## src/source/rename_pkg.sv

```systemverilog
package rename_pkg;

    // default physical register count
    localparam int NUM_PHYS = 64;

    // one station per class
    localparam int NUM_CLASSES = 5;

    typedef logic [5:0] phys_reg_t;
    typedef logic [3:0] rob_idx_t;
    typedef logic [2:0] mem_idx_t;

    // reservation-station class and rs_full bit index
    typedef enum logic [2:0] {
        cls_alu = 3'd0,
        cls_mul = 3'd1,
        cls_div = 3'd2,
        cls_br  = 3'd3,
        cls_mem = 3'd4
    } rs_class_t;

endpackage

```

## src/source/rv32i_pkg.sv

```systemverilog
package rv32i_pkg;

    typedef logic [31:0] word_t;
    typedef logic [4:0]  arch_reg_t;

    // RV32 major opcodes
    typedef enum logic [6:0] {
        op_lui   = 7'b0110111,
        op_auipc = 7'b0010111,
        op_jal   = 7'b1101111,
        op_jalr  = 7'b1100111,
        op_br    = 7'b1100011,
        op_load  = 7'b0000011,
        op_store = 7'b0100011,
        op_imm   = 7'b0010011,
        op_reg   = 7'b0110011
    } opcode_t;

    // M extension, funct7 and funct3
    localparam logic [6:0] f7_muldiv = 7'b0000001;
    localparam logic [2:0] f3_mul    = 3'b000;
    localparam logic [2:0] f3_mulh   = 3'b001;
    localparam logic [2:0] f3_mulhsu = 3'b010;
    localparam logic [2:0] f3_mulhu  = 3'b011;
    localparam logic [2:0] f3_div    = 3'b100;
    localparam logic [2:0] f3_divu   = 3'b101;
    localparam logic [2:0] f3_rem    = 3'b110;
    localparam logic [2:0] f3_remu   = 3'b111;

    typedef struct packed {
        opcode_t    opcode;
        logic [2:0] funct3;
        logic [6:0] funct7;
        word_t      i_imm;
        word_t      s_imm;
        word_t      b_imm;
        word_t      u_imm;
        word_t      j_imm;
        arch_reg_t  rd_s;
        arch_reg_t  rs1_s;
        arch_reg_t  rs2_s;
        word_t      inst;
        word_t      pc;
        logic       bp;
        word_t      bp_addr;
    } decode_info_t;

endpackage
```

## src/source/rename_ifs.sv

```systemverilog
interface free_list_if;

    logic                  alloc;
    rename_pkg::phys_reg_t preg;
    logic                  empty;
    // committed registers coming back
    logic                  ret_valid;
    rename_pkg::phys_reg_t ret_preg;

    modport stage (output alloc, input preg, input empty);
    modport list (input alloc, output preg, output empty);
    modport ret (input ret_valid, input ret_preg);

endinterface

interface rat_if;

    rv32i_pkg::arch_reg_t  rs1;
    rv32i_pkg::arch_reg_t  rs2;
    rv32i_pkg::arch_reg_t  rd;
    rename_pkg::phys_reg_t pd;
    logic                  we;
    rename_pkg::phys_reg_t ps1;
    rename_pkg::phys_reg_t ps2;
    logic                  ps1_ready;
    logic                  ps2_ready;
    // writeback wakeup
    logic                  wb_valid;
    rename_pkg::phys_reg_t wb_preg;

    modport stage (output rs1, rs2, rd, pd, we, input ps1, ps2, ps1_ready, ps2_ready);
    modport tbl (input rs1, rs2, rd, pd, we, output ps1, ps2, ps1_ready, ps2_ready);
    modport wb (input wb_valid, input wb_preg);

endinterface

```

## src/source/free_list.sv

```systemverilog
module free_list #(
    parameter int NUM_PHYS = rename_pkg::NUM_PHYS
) (
    input logic       clk,
    input logic       rst,
    free_list_if.list fl,
    free_list_if.ret  ret
);

    localparam int PTR_W    = $clog2(NUM_PHYS);
    localparam int CNT_W    = PTR_W + 1;
    // registers 0..31 start out mapped in the RAT
    localparam int NUM_FREE = NUM_PHYS - 32;

    rename_pkg::phys_reg_t slots [NUM_PHYS];
    logic [PTR_W-1:0]      head;
    logic [PTR_W-1:0]      tail;
    logic [CNT_W-1:0]      count;
    logic                  push;
    logic                  pull;

    assign pull     = fl.alloc;
    assign push     = ret.ret_valid;
    assign fl.preg  = slots[head];
    assign fl.empty = (count == '0);

    // reset loads the unmapped registers in order
    always_ff @(posedge clk) begin
        if (rst) begin
            for (int i = 0; i < NUM_FREE; i++) begin
                slots[i] <= rename_pkg::phys_reg_t'(i + 32);
            end
        end else if (push) begin
            slots[tail] <= ret.ret_preg;
        end
    end

    // x0 never gets a destination, so p0 never comes back
    always_ff @(posedge clk) begin
        if (rst) begin
            head  <= '0;
            tail  <= PTR_W'(NUM_FREE);
            count <= CNT_W'(NUM_FREE);
        end else begin
            if (pull) begin
                head <= head + 1'b1;
            end
            if (push) begin
                tail <= tail + 1'b1;
            end
            count <= count + CNT_W'(push) - CNT_W'(pull);
        end
    end

endmodule

```

## src/source/inst_queue.sv

```systemverilog
module inst_queue #(
    parameter int IQ_DEPTH = 8
) (
    input  logic             clk,
    input  logic             rst,
    input  logic             in_valid,
    input  rv32i_pkg::word_t in_inst,
    input  rv32i_pkg::word_t in_pc,
    input  logic             in_bp,
    input  rv32i_pkg::word_t in_bp_addr,
    output logic             in_ready,
    input  logic             pop,
    output rv32i_pkg::word_t head_inst,
    output rv32i_pkg::word_t head_pc,
    output logic             head_bp,
    output rv32i_pkg::word_t head_bp_addr,
    output logic             empty
);

    localparam int PTR_W = (IQ_DEPTH > 1) ? $clog2(IQ_DEPTH) : 1;
    localparam int CNT_W = $clog2(IQ_DEPTH + 1);

    typedef struct packed {
        rv32i_pkg::word_t inst;
        rv32i_pkg::word_t pc;
        logic             bp;
        rv32i_pkg::word_t bp_addr;
    } iq_entry_t;

    iq_entry_t        entries [IQ_DEPTH];
    logic [PTR_W-1:0] rd_ptr;
    logic [PTR_W-1:0] wr_ptr;
    logic [CNT_W-1:0] count;
    logic             push;

    assign in_ready = (count < CNT_W'(IQ_DEPTH));
    assign empty    = (count == '0);
    assign push     = in_valid && in_ready;

    // head is read straight out of the buffer
    assign head_inst    = entries[rd_ptr].inst;
    assign head_pc      = entries[rd_ptr].pc;
    assign head_bp      = entries[rd_ptr].bp;
    assign head_bp_addr = entries[rd_ptr].bp_addr;

    always_ff @(posedge clk) begin
        if (push) begin
            entries[wr_ptr] <= '{inst: in_inst, pc: in_pc, bp: in_bp, bp_addr: in_bp_addr};
        end
    end

    always_ff @(posedge clk) begin
        if (rst) begin
            rd_ptr <= '0;
            wr_ptr <= '0;
            count  <= '0;
        end else begin
            // wrap by compare so any depth works
            if (push) begin
                wr_ptr <= (wr_ptr == PTR_W'(IQ_DEPTH - 1)) ? '0 : wr_ptr + 1'b1;
            end
            if (pop) begin
                rd_ptr <= (rd_ptr == PTR_W'(IQ_DEPTH - 1)) ? '0 : rd_ptr + 1'b1;
            end
            count <= count + CNT_W'(push) - CNT_W'(pop);
        end
    end

endmodule

```

## src/source/rat.sv

```systemverilog
module rat #(
    parameter int NUM_PHYS = rename_pkg::NUM_PHYS
) (
    input logic clk,
    input logic rst,
    rat_if.tbl  rt,
    rat_if.wb   wb
);

    rename_pkg::phys_reg_t map [32];
    logic [NUM_PHYS-1:0]   ready;

    // combinational source lookup
    assign rt.ps1       = map[rt.rs1];
    assign rt.ps2       = map[rt.rs2];
    assign rt.ps1_ready = ready[map[rt.rs1]];
    assign rt.ps2_ready = ready[map[rt.rs2]];

    // identity mapping out of reset
    always_ff @(posedge clk) begin
        if (rst) begin
            for (int i = 0; i < 32; i++) begin
                map[i] <= rename_pkg::phys_reg_t'(i);
            end
        end else if (rt.we) begin
            map[rt.rd] <= rt.pd;
        end
    end

    always_ff @(posedge clk) begin
        if (rst) begin
            ready <= '1;
        end else begin
            if (wb.wb_valid) begin
                ready[wb.wb_preg] <= 1'b1;
            end
            // rename clear wins over a same-cycle wakeup
            if (rt.we) begin
                ready[rt.pd] <= 1'b0;
            end
        end
    end

endmodule

```

## src/source/rename_dispatch.sv

```systemverilog
module rename_dispatch (
    input  logic                        clk,
    input  logic                        rst,
    input  rv32i_pkg::word_t            head_inst,
    input  rv32i_pkg::word_t            head_pc,
    input  logic                        head_bp,
    input  rv32i_pkg::word_t            head_bp_addr,
    input  logic                        empty,
    input  logic                        rob_full,
    input  logic [rename_pkg::NUM_CLASSES-1:0] rs_full,
    input  rename_pkg::rob_idx_t        rob_num,
    input  rename_pkg::mem_idx_t        mem_idx,
    input  logic                        global_branch_signal,
    input  rv32i_pkg::word_t            global_branch_addr,
    output logic                        pop,
    free_list_if.stage                  fl,
    rat_if.stage                        rt,
    output logic                        dispatch_valid,
    output rv32i_pkg::decode_info_t     dispatch_info,
    output rename_pkg::rs_class_t       dispatch_class,
    output rename_pkg::phys_reg_t       dispatch_pd,
    output rename_pkg::phys_reg_t       dispatch_ps1,
    output rename_pkg::phys_reg_t       dispatch_ps2,
    output logic                        dispatch_ps1_ready,
    output logic                        dispatch_ps2_ready,
    output rename_pkg::rob_idx_t        dispatch_rob_num,
    output rename_pkg::mem_idx_t        dispatch_mem_idx,
    output rv32i_pkg::word_t            dispatch_pc_wdata
);

    rv32i_pkg::decode_info_t info;
    rename_pkg::rs_class_t   cls;
    rv32i_pkg::word_t        pc_next;
    logic                    rob_full_q;
    logic                    is_md;
    logic                    needs_rd;
    logic                    fire;

    // field extraction for the head instruction
    always_comb begin
        info         = '0;
        info.opcode  = rv32i_pkg::opcode_t'(head_inst[6:0]);
        info.funct3  = head_inst[14:12];
        info.funct7  = head_inst[31:25];
        info.i_imm   = {{21{head_inst[31]}}, head_inst[30:20]};
        info.s_imm   = {{21{head_inst[31]}}, head_inst[30:25], head_inst[11:7]};
        info.b_imm   = {{20{head_inst[31]}}, head_inst[7], head_inst[30:25],
                        head_inst[11:8], 1'b0};
        info.u_imm   = {head_inst[31:12], 12'h000};
        info.j_imm   = {{12{head_inst[31]}}, head_inst[19:12], head_inst[20],
                        head_inst[30:21], 1'b0};
        info.rd_s    = head_inst[11:7];
        info.rs1_s   = head_inst[19:15];
        info.rs2_s   = head_inst[24:20];
        info.inst    = head_inst;
        info.pc      = head_pc;
        info.bp      = head_bp;
        info.bp_addr = head_bp_addr;
    end

    assign is_md = (head_inst[6:0] == rv32i_pkg::op_reg)
                && (head_inst[31:25] == rv32i_pkg::f7_muldiv);

    always_comb begin
        if (is_md && (head_inst[14:12] inside {rv32i_pkg::f3_mul, rv32i_pkg::f3_mulh,
                                               rv32i_pkg::f3_mulhsu, rv32i_pkg::f3_mulhu})) begin
            cls = rename_pkg::cls_mul;
        end else if (is_md && (head_inst[14:12] inside {rv32i_pkg::f3_div, rv32i_pkg::f3_divu,
                                                        rv32i_pkg::f3_rem, rv32i_pkg::f3_remu})) begin
            cls = rename_pkg::cls_div;
        end else if (info.opcode inside {rv32i_pkg::op_jal, rv32i_pkg::op_jalr,
                                         rv32i_pkg::op_br}) begin
            cls = rename_pkg::cls_br;
        end else if (info.opcode inside {rv32i_pkg::op_load, rv32i_pkg::op_store}) begin
            cls = rename_pkg::cls_mem;
        end else begin
            cls = rename_pkg::cls_alu;
        end
    end

    // branches, stores and x0 writes leave the free list alone
    assign needs_rd = !(info.opcode inside {rv32i_pkg::op_br, rv32i_pkg::op_store})
                   && (info.rd_s != '0);

    assign fire = !empty && (!needs_rd || !fl.empty) && !rob_full_q && !rs_full[cls];

    assign pop      = fire;
    assign fl.alloc = fire && needs_rd;
    assign rt.we    = fire && needs_rd;
    assign rt.rd    = info.rd_s;
    assign rt.pd    = fl.preg;
    assign rt.rs1   = info.rs1_s;
    assign rt.rs2   = info.rs2_s;

    // predicted branch first, then redirect, then fall-through
    assign pc_next = (cls == rename_pkg::cls_br && info.bp) ? info.bp_addr
                   : global_branch_signal ? global_branch_addr
                   : head_pc + 32'd4;

    always_ff @(posedge clk) begin
        if (rst) begin
            rob_full_q     <= 1'b0;
            dispatch_valid <= 1'b0;
        end else begin
            rob_full_q     <= rob_full;
            dispatch_valid <= fire;
        end
    end

    always_ff @(posedge clk) begin
        if (fire) begin
            dispatch_info      <= info;
            dispatch_class     <= cls;
            dispatch_pd        <= needs_rd ? fl.preg : '0;
            dispatch_ps1       <= rt.ps1;
            dispatch_ps2       <= rt.ps2;
            dispatch_ps1_ready <= rt.ps1_ready;
            dispatch_ps2_ready <= rt.ps2_ready;
            dispatch_rob_num   <= rob_num;
            dispatch_mem_idx   <= mem_idx;
            dispatch_pc_wdata  <= pc_next;
        end
    end

endmodule

```

## src/source/rename_top.sv

```systemverilog
module rename_top #(
    parameter int IQ_DEPTH = 8,
    parameter int NUM_PHYS = rename_pkg::NUM_PHYS
) (
    input  logic                        clk,
    input  logic                        rst,
    input  logic                        in_valid,
    input  rv32i_pkg::word_t            in_inst,
    input  rv32i_pkg::word_t            in_pc,
    input  logic                        in_bp,
    input  rv32i_pkg::word_t            in_bp_addr,
    output logic                        in_ready,
    input  logic                        rob_full,
    input  logic [rename_pkg::NUM_CLASSES-1:0] rs_full,
    input  rename_pkg::rob_idx_t        rob_num,
    input  rename_pkg::mem_idx_t        mem_idx,
    input  logic                        global_branch_signal,
    input  rv32i_pkg::word_t            global_branch_addr,
    input  logic                        ret_valid,
    input  rename_pkg::phys_reg_t       ret_preg,
    input  logic                        wb_valid,
    input  rename_pkg::phys_reg_t       wb_preg,
    output logic                        dispatch_valid,
    output rv32i_pkg::decode_info_t     dispatch_info,
    output rename_pkg::rs_class_t       dispatch_class,
    output rename_pkg::phys_reg_t       dispatch_pd,
    output rename_pkg::phys_reg_t       dispatch_ps1,
    output rename_pkg::phys_reg_t       dispatch_ps2,
    output logic                        dispatch_ps1_ready,
    output logic                        dispatch_ps2_ready,
    output rename_pkg::rob_idx_t        dispatch_rob_num,
    output rename_pkg::mem_idx_t        dispatch_mem_idx,
    output rv32i_pkg::word_t            dispatch_pc_wdata
);

    rv32i_pkg::word_t head_inst;
    rv32i_pkg::word_t head_pc;
    rv32i_pkg::word_t head_bp_addr;
    logic             head_bp;
    logic             iq_empty;
    logic             iq_pop;

    free_list_if fl_bus ();
    rat_if       rat_bus ();

    // commit returns and writeback wakeups enter the buses here
    assign fl_bus.ret_valid = ret_valid;
    assign fl_bus.ret_preg  = ret_preg;
    assign rat_bus.wb_valid = wb_valid;
    assign rat_bus.wb_preg  = wb_preg;

    inst_queue #(.IQ_DEPTH(IQ_DEPTH)) u_iq (
        .clk, .rst, .in_valid, .in_inst, .in_pc, .in_bp, .in_bp_addr, .in_ready,
        .pop(iq_pop), .head_inst, .head_pc, .head_bp, .head_bp_addr, .empty(iq_empty)
    );

    free_list #(.NUM_PHYS(NUM_PHYS)) u_fl (.clk, .rst, .fl(fl_bus), .ret(fl_bus));

    rat #(.NUM_PHYS(NUM_PHYS)) u_rat (.clk, .rst, .rt(rat_bus), .wb(rat_bus));

    rename_dispatch u_rd (
        .clk, .rst, .head_inst, .head_pc, .head_bp, .head_bp_addr, .empty(iq_empty),
        .rob_full, .rs_full, .rob_num, .mem_idx, .global_branch_signal,
        .global_branch_addr, .pop(iq_pop), .fl(fl_bus), .rt(rat_bus),
        .dispatch_valid, .dispatch_info, .dispatch_class, .dispatch_pd,
        .dispatch_ps1, .dispatch_ps2, .dispatch_ps1_ready, .dispatch_ps2_ready,
        .dispatch_rob_num, .dispatch_mem_idx, .dispatch_pc_wdata
    );

endmodule

```

## config.mk

```make
export PLATFORM = sky130hd
export DESIGN_NAME = rename_top
export DESIGN_NICKNAME = d
export VERILOG_FILES = /design/src/source/rename_pkg.sv /design/src/source/rv32i_pkg.sv /design/src/source/rename_ifs.sv /design/src/source/free_list.sv /design/src/source/inst_queue.sv /design/src/source/rat.sv /design/src/source/rename_dispatch.sv /design/src/source/rename_top.sv
export SDC_FILE = /design/constraint.sdc
export NUM_CORES = 2
export LEC_CHECK = 0
export BUFFER_PORTS_ARGS = -buffer_cell sky130_fd_sc_hd__clkbuf_2
export CORE_MARGIN = 3
export CORE_UTILIZATION = 39
export DETAILED_ROUTE_END_ITERATION = 6
export GPL_ROUTABILITY_DRIVEN = 0
export PLACE_DENSITY = 0.58
export SLEW_MARGIN = 20
export SYNTH_ARGS = -nofsm -noshare
export SYNTH_HDL_FRONTEND = slang
export SYNTH_SLANG_ARGS = --single-unit
```

## constraint.sdc

```tcl
create_clock -name clk -period 23.2 [get_ports clk]
set_input_delay 2.32 -clock clk [delete_from_list [all_inputs] [get_ports clk]]
set_output_delay 2.32 -clock clk [all_outputs]
set_load 0.02 [all_outputs]
```

==> impl_results.md <==
* Ys flop type: edfxtp_1
* Crit path largest cell delay at 0.88 ns
* Crit-path cells: buf_4, buf_4, buf_4, mux4_2, nor4b_1, and3_1, o2111ai_1, o221ai_1, o21ai_2, nor2_2, nand3_1, nor2_1, nand2_1, nor2_1
* Netlist cell types at 78
* Htree depth at 4
* Crit Path Class: reg2reg
* Multi-input gate area at 0.0193 mm²
* TritonCTS Buffers at 173
* Post-route setup slack at 15.35 ns
* Layout Nets at 4,975
* Post-cts gate resize count at 0
* Worst-Skew Late Latency at slightly above 0.8 ns
* Row Count at 154
* ANT nets after route at 0
* Pleak at 25.9 nW
* Post CTS Setup Buffer Count at 0
* Setup TNS at 0 ns
* Yosys warns at 0
* FILL cells at 15,600
* Tot Pwr at 8.43 mW
* Final Util at 44.4%
* Grt ovf at 0
* Die area at roughly 0.18 mm²
* Clk sink count at 1,615
* Starting DRC count in detailed routing at ~4,200
* Core area at 0.177 mm²
* Hold Vio Cnt, Final at 0
* Pwr dens at around 110 mW/mm²
* Total track usage at 20.8%
* WL final at 194,000 µm
* I/O pin cnt at 513
* Sequential share of the synthesized area at 68.3%
* VDD IR max at 0.000101 V
* DRC viols at 0
* Final Skew at 0.0364 ns
* Critical Path Start Type: flip-flop
* CP delay by family, top: simple AND/OR/NAND/NOR gates
* Area grow syn2layout at 13.0%
* Clock-pin slew on the worst setup and hold paths at 0.06 ns
* Chip Height at about 430 µm
* Critical Path Fanout Max at 36
* Critical Path RT at 23.85 ns
* Critical path capture point type: flip-flop
* Dpl ws at 15.08 ns
* Drt first pass iters at 6
* Placed Instances at 6,957
* CP dominant cell by count: buf_4
* Vias in the first global route at 39,900
* Fraction of layout cells with a size suffix above 1 at between 20% and 30%
* Max-cap viol count at 0
* Die span in x at 428 µm
* Final worst path period share at 33.8%
* CTS tree: yes
* Unrepaired setup endpoints after global routing: no
* Hold Crit Class: reg2reg
* Critical Path Slowest Stage Cell: nor2_1
* Number of enable flip-flop cells after synthesis at 1,511
* Fmax at 127 MHz
* Status: complete, no violations
* WP data arrival at around 8.5 ns
* Final Cell Area at 0.0785 mm²
* Post-Synthesis Cell Area at 0.0695 mm²
* Mean area per synthesized cell at 15.5 µm²
* Buf/Inv on CP at 3
* Via count at 40,400
* HPWL Detailed at 126,000 µm
* Vias per cell at 5.54
* Pin count of the biggest net entering global routing at 98
* Final setup viols at 0
* Worst hold slack at 0.483 ns
* Finished Layout Cells at approximately 7,300
* Gate Count Post-Synth at about 4,500
* Buffers on Ports at 498
* Min Tclk post-route at 7.85 ns
* Sequential Area at 0.0475 mm²
* CTS root buffer: clkbuf_16
* Worst Tran Pin Value at 1.23 ns
* Post-DP Area at 0.0731 mm²
* First-pass GRT wire length at 282,000 µm
* Final Slew Violations at 0
* Yosys reg bits at 1,615
* Initial antenna violation count at 44
* Deepest clock path buffer count at 3
* Asr flop ratio synth at 0%
* WL/cell at 26.6 µm
* Max transition margin at between 10% and 20%
* Hold-fix buffers, CTS at 0
* Initial Utilization at 39.3%
-- layout make-up --
class / instances / area share [%]
Sequential cell: 1615 / 60.5
Multi-Input combinational cell: 2358 / 24.6
Clock buffer: 222 / 5.83
Timing Repair Buffer: 576 / 3.99
Tap cell: 2340 / 3.73
Clock inverter: 98 / 1.04
Inverter: 68 / 0.346
Antenna cell: 14 / 0.0446
-- power breakdown --
group	switching [mW]	leakage, nW	total, mW	internal, mW
clock network	1.16	2.62	2.66	1.50
logic	1.48	8.92	2.26	0.780
registers	0.0911	14.4	3.52	3.43
-- state kept, by name (all words and copies together) (netlist names), 6 cells and up, named ones only --
| register | cells |
|---|---|
| u_rd.dispatch_pc_wdata | 32 |
| u_fl.tail | 6 |
| u_fl.head | 6 |
| u_rd.dispatch_info | 97 |
| u_rat.map | 192 |
| u_rd.dispatch_ps2 | 6 |
| u_fl.slots | 384 |
| u_rd.dispatch_pd | 6 |
| u_fl.count | 7 |
| u_iq.entries | 776 |
| u_rd.dispatch_ps1 | 6 |
| u_rat.ready | 64 |
-- worst register-to-register path, stage by stage, from the launching register on --
cell and delay [ns]:
dfxtp_4 0.61, buf_4 0.70, buf_4 0.77, buf_4 0.71, mux4_2 0.63, nor4b_1 0.58
and3_1 0.31, o2111ai_1 0.17, o221ai_1 0.24, o21ai_2 0.21, nor2_2 0.59, nand3_1 0.60
nor2_1 0.89, nand2_1 0.51, nor2_1 0.20
-- path summary, 6_finish.rpt --
path,from,to,cells past startpoint,slack [ns]
worst min register to register,u_iq.rd_ptr[1],flip-flop,2,0.48
worst min-delay path,u_iq.rd_ptr[1],flip-flop,2,0.48
worst max register to register,flip-flop,u_rat.map[17][5],14,15.35
worst max-delay path,flip-flop,u_rat.map[17][5],14,15.35
-- synth_stat cells, drive strengths merged (3+ instances only) --
library cell	number	area, µm²
edfxtp	1511	45400
nand2	634	2380
nor2	367	1390
mux4	337	7590
buf	295	2040
mux2i	226	2330
clkbuf	162	608
dfxtp	104	2080
nand3	85	425
nor3	80	425
or3	75	469
inv	65	244
a21oi	58	290
o32a	55	551
o21ai	47	239
and2	36	225
mux2	34	383
xnor2	25	219
a211oi	22	170
ha	21	263
nand4	21	131
o211ai	19	143
and3	18	113
a32oi	15	131
o21a	15	113
or2	14	87.6
nand3b	13	97.6
nor4	13	87.6
nor2b	11	68.8
xor2	11	96.3
o22ai	8	50.1
a311oi	7	61.3
a221oi	6	52.6
nand2b	6	37.5
o2111ai	6	52.6
o22a	5	43.8
or3b	5	43.8
and4	4	35.0
nor4b	4	35.0
clkinv	3	11.3
o311ai	3	26.3
o31a	3	26.3
-- cells in the final DEF (no fill, tap or decap), types with 33 or more instances in the layout --
cell,n
or3_1,75
nand2_1,632
o32a_1,55
and2_1,36
clkinv_1,43
mux4_2,337
nand3_1,83
buf_4,75
edfxtp_1,1511
a21oi_1,58
mux2i_1,218
clkbuf_1,45
nor3_1,71
clkbuf_2,497
clkbuf_16,175
mux2_2,33
inv_1,53
dfxtp_1,98
o21ai_0,36
nor2_1,359
-- kinds of logic after synthesis --
kind of cell,share of synthesized area [%]
AOI/OAI and AO/OA,3.09
DFF,68.3
muxes,14.8
and+or+nand+nor,8.76
adders and majority gates,0.436
other,0.00539
buffers and inverters,4.17
xor gates and xnor gates,0.454
-- routing by layer --
| layer | routed length, µm | share of wire [%] | global-route usage, % |
|---|---|---|---|
| met1 | 78000 | 40 | 27.4 |
| met2 | 94100 | 48 | 34.2 |
| met3 | 15900 | 8.2 | 4.77 |
| met4 | 5910 | 3.0 | 6.75 |
| met5 | 113 | 0.058 | 0 |
Power figures use the tool's default switching activity.
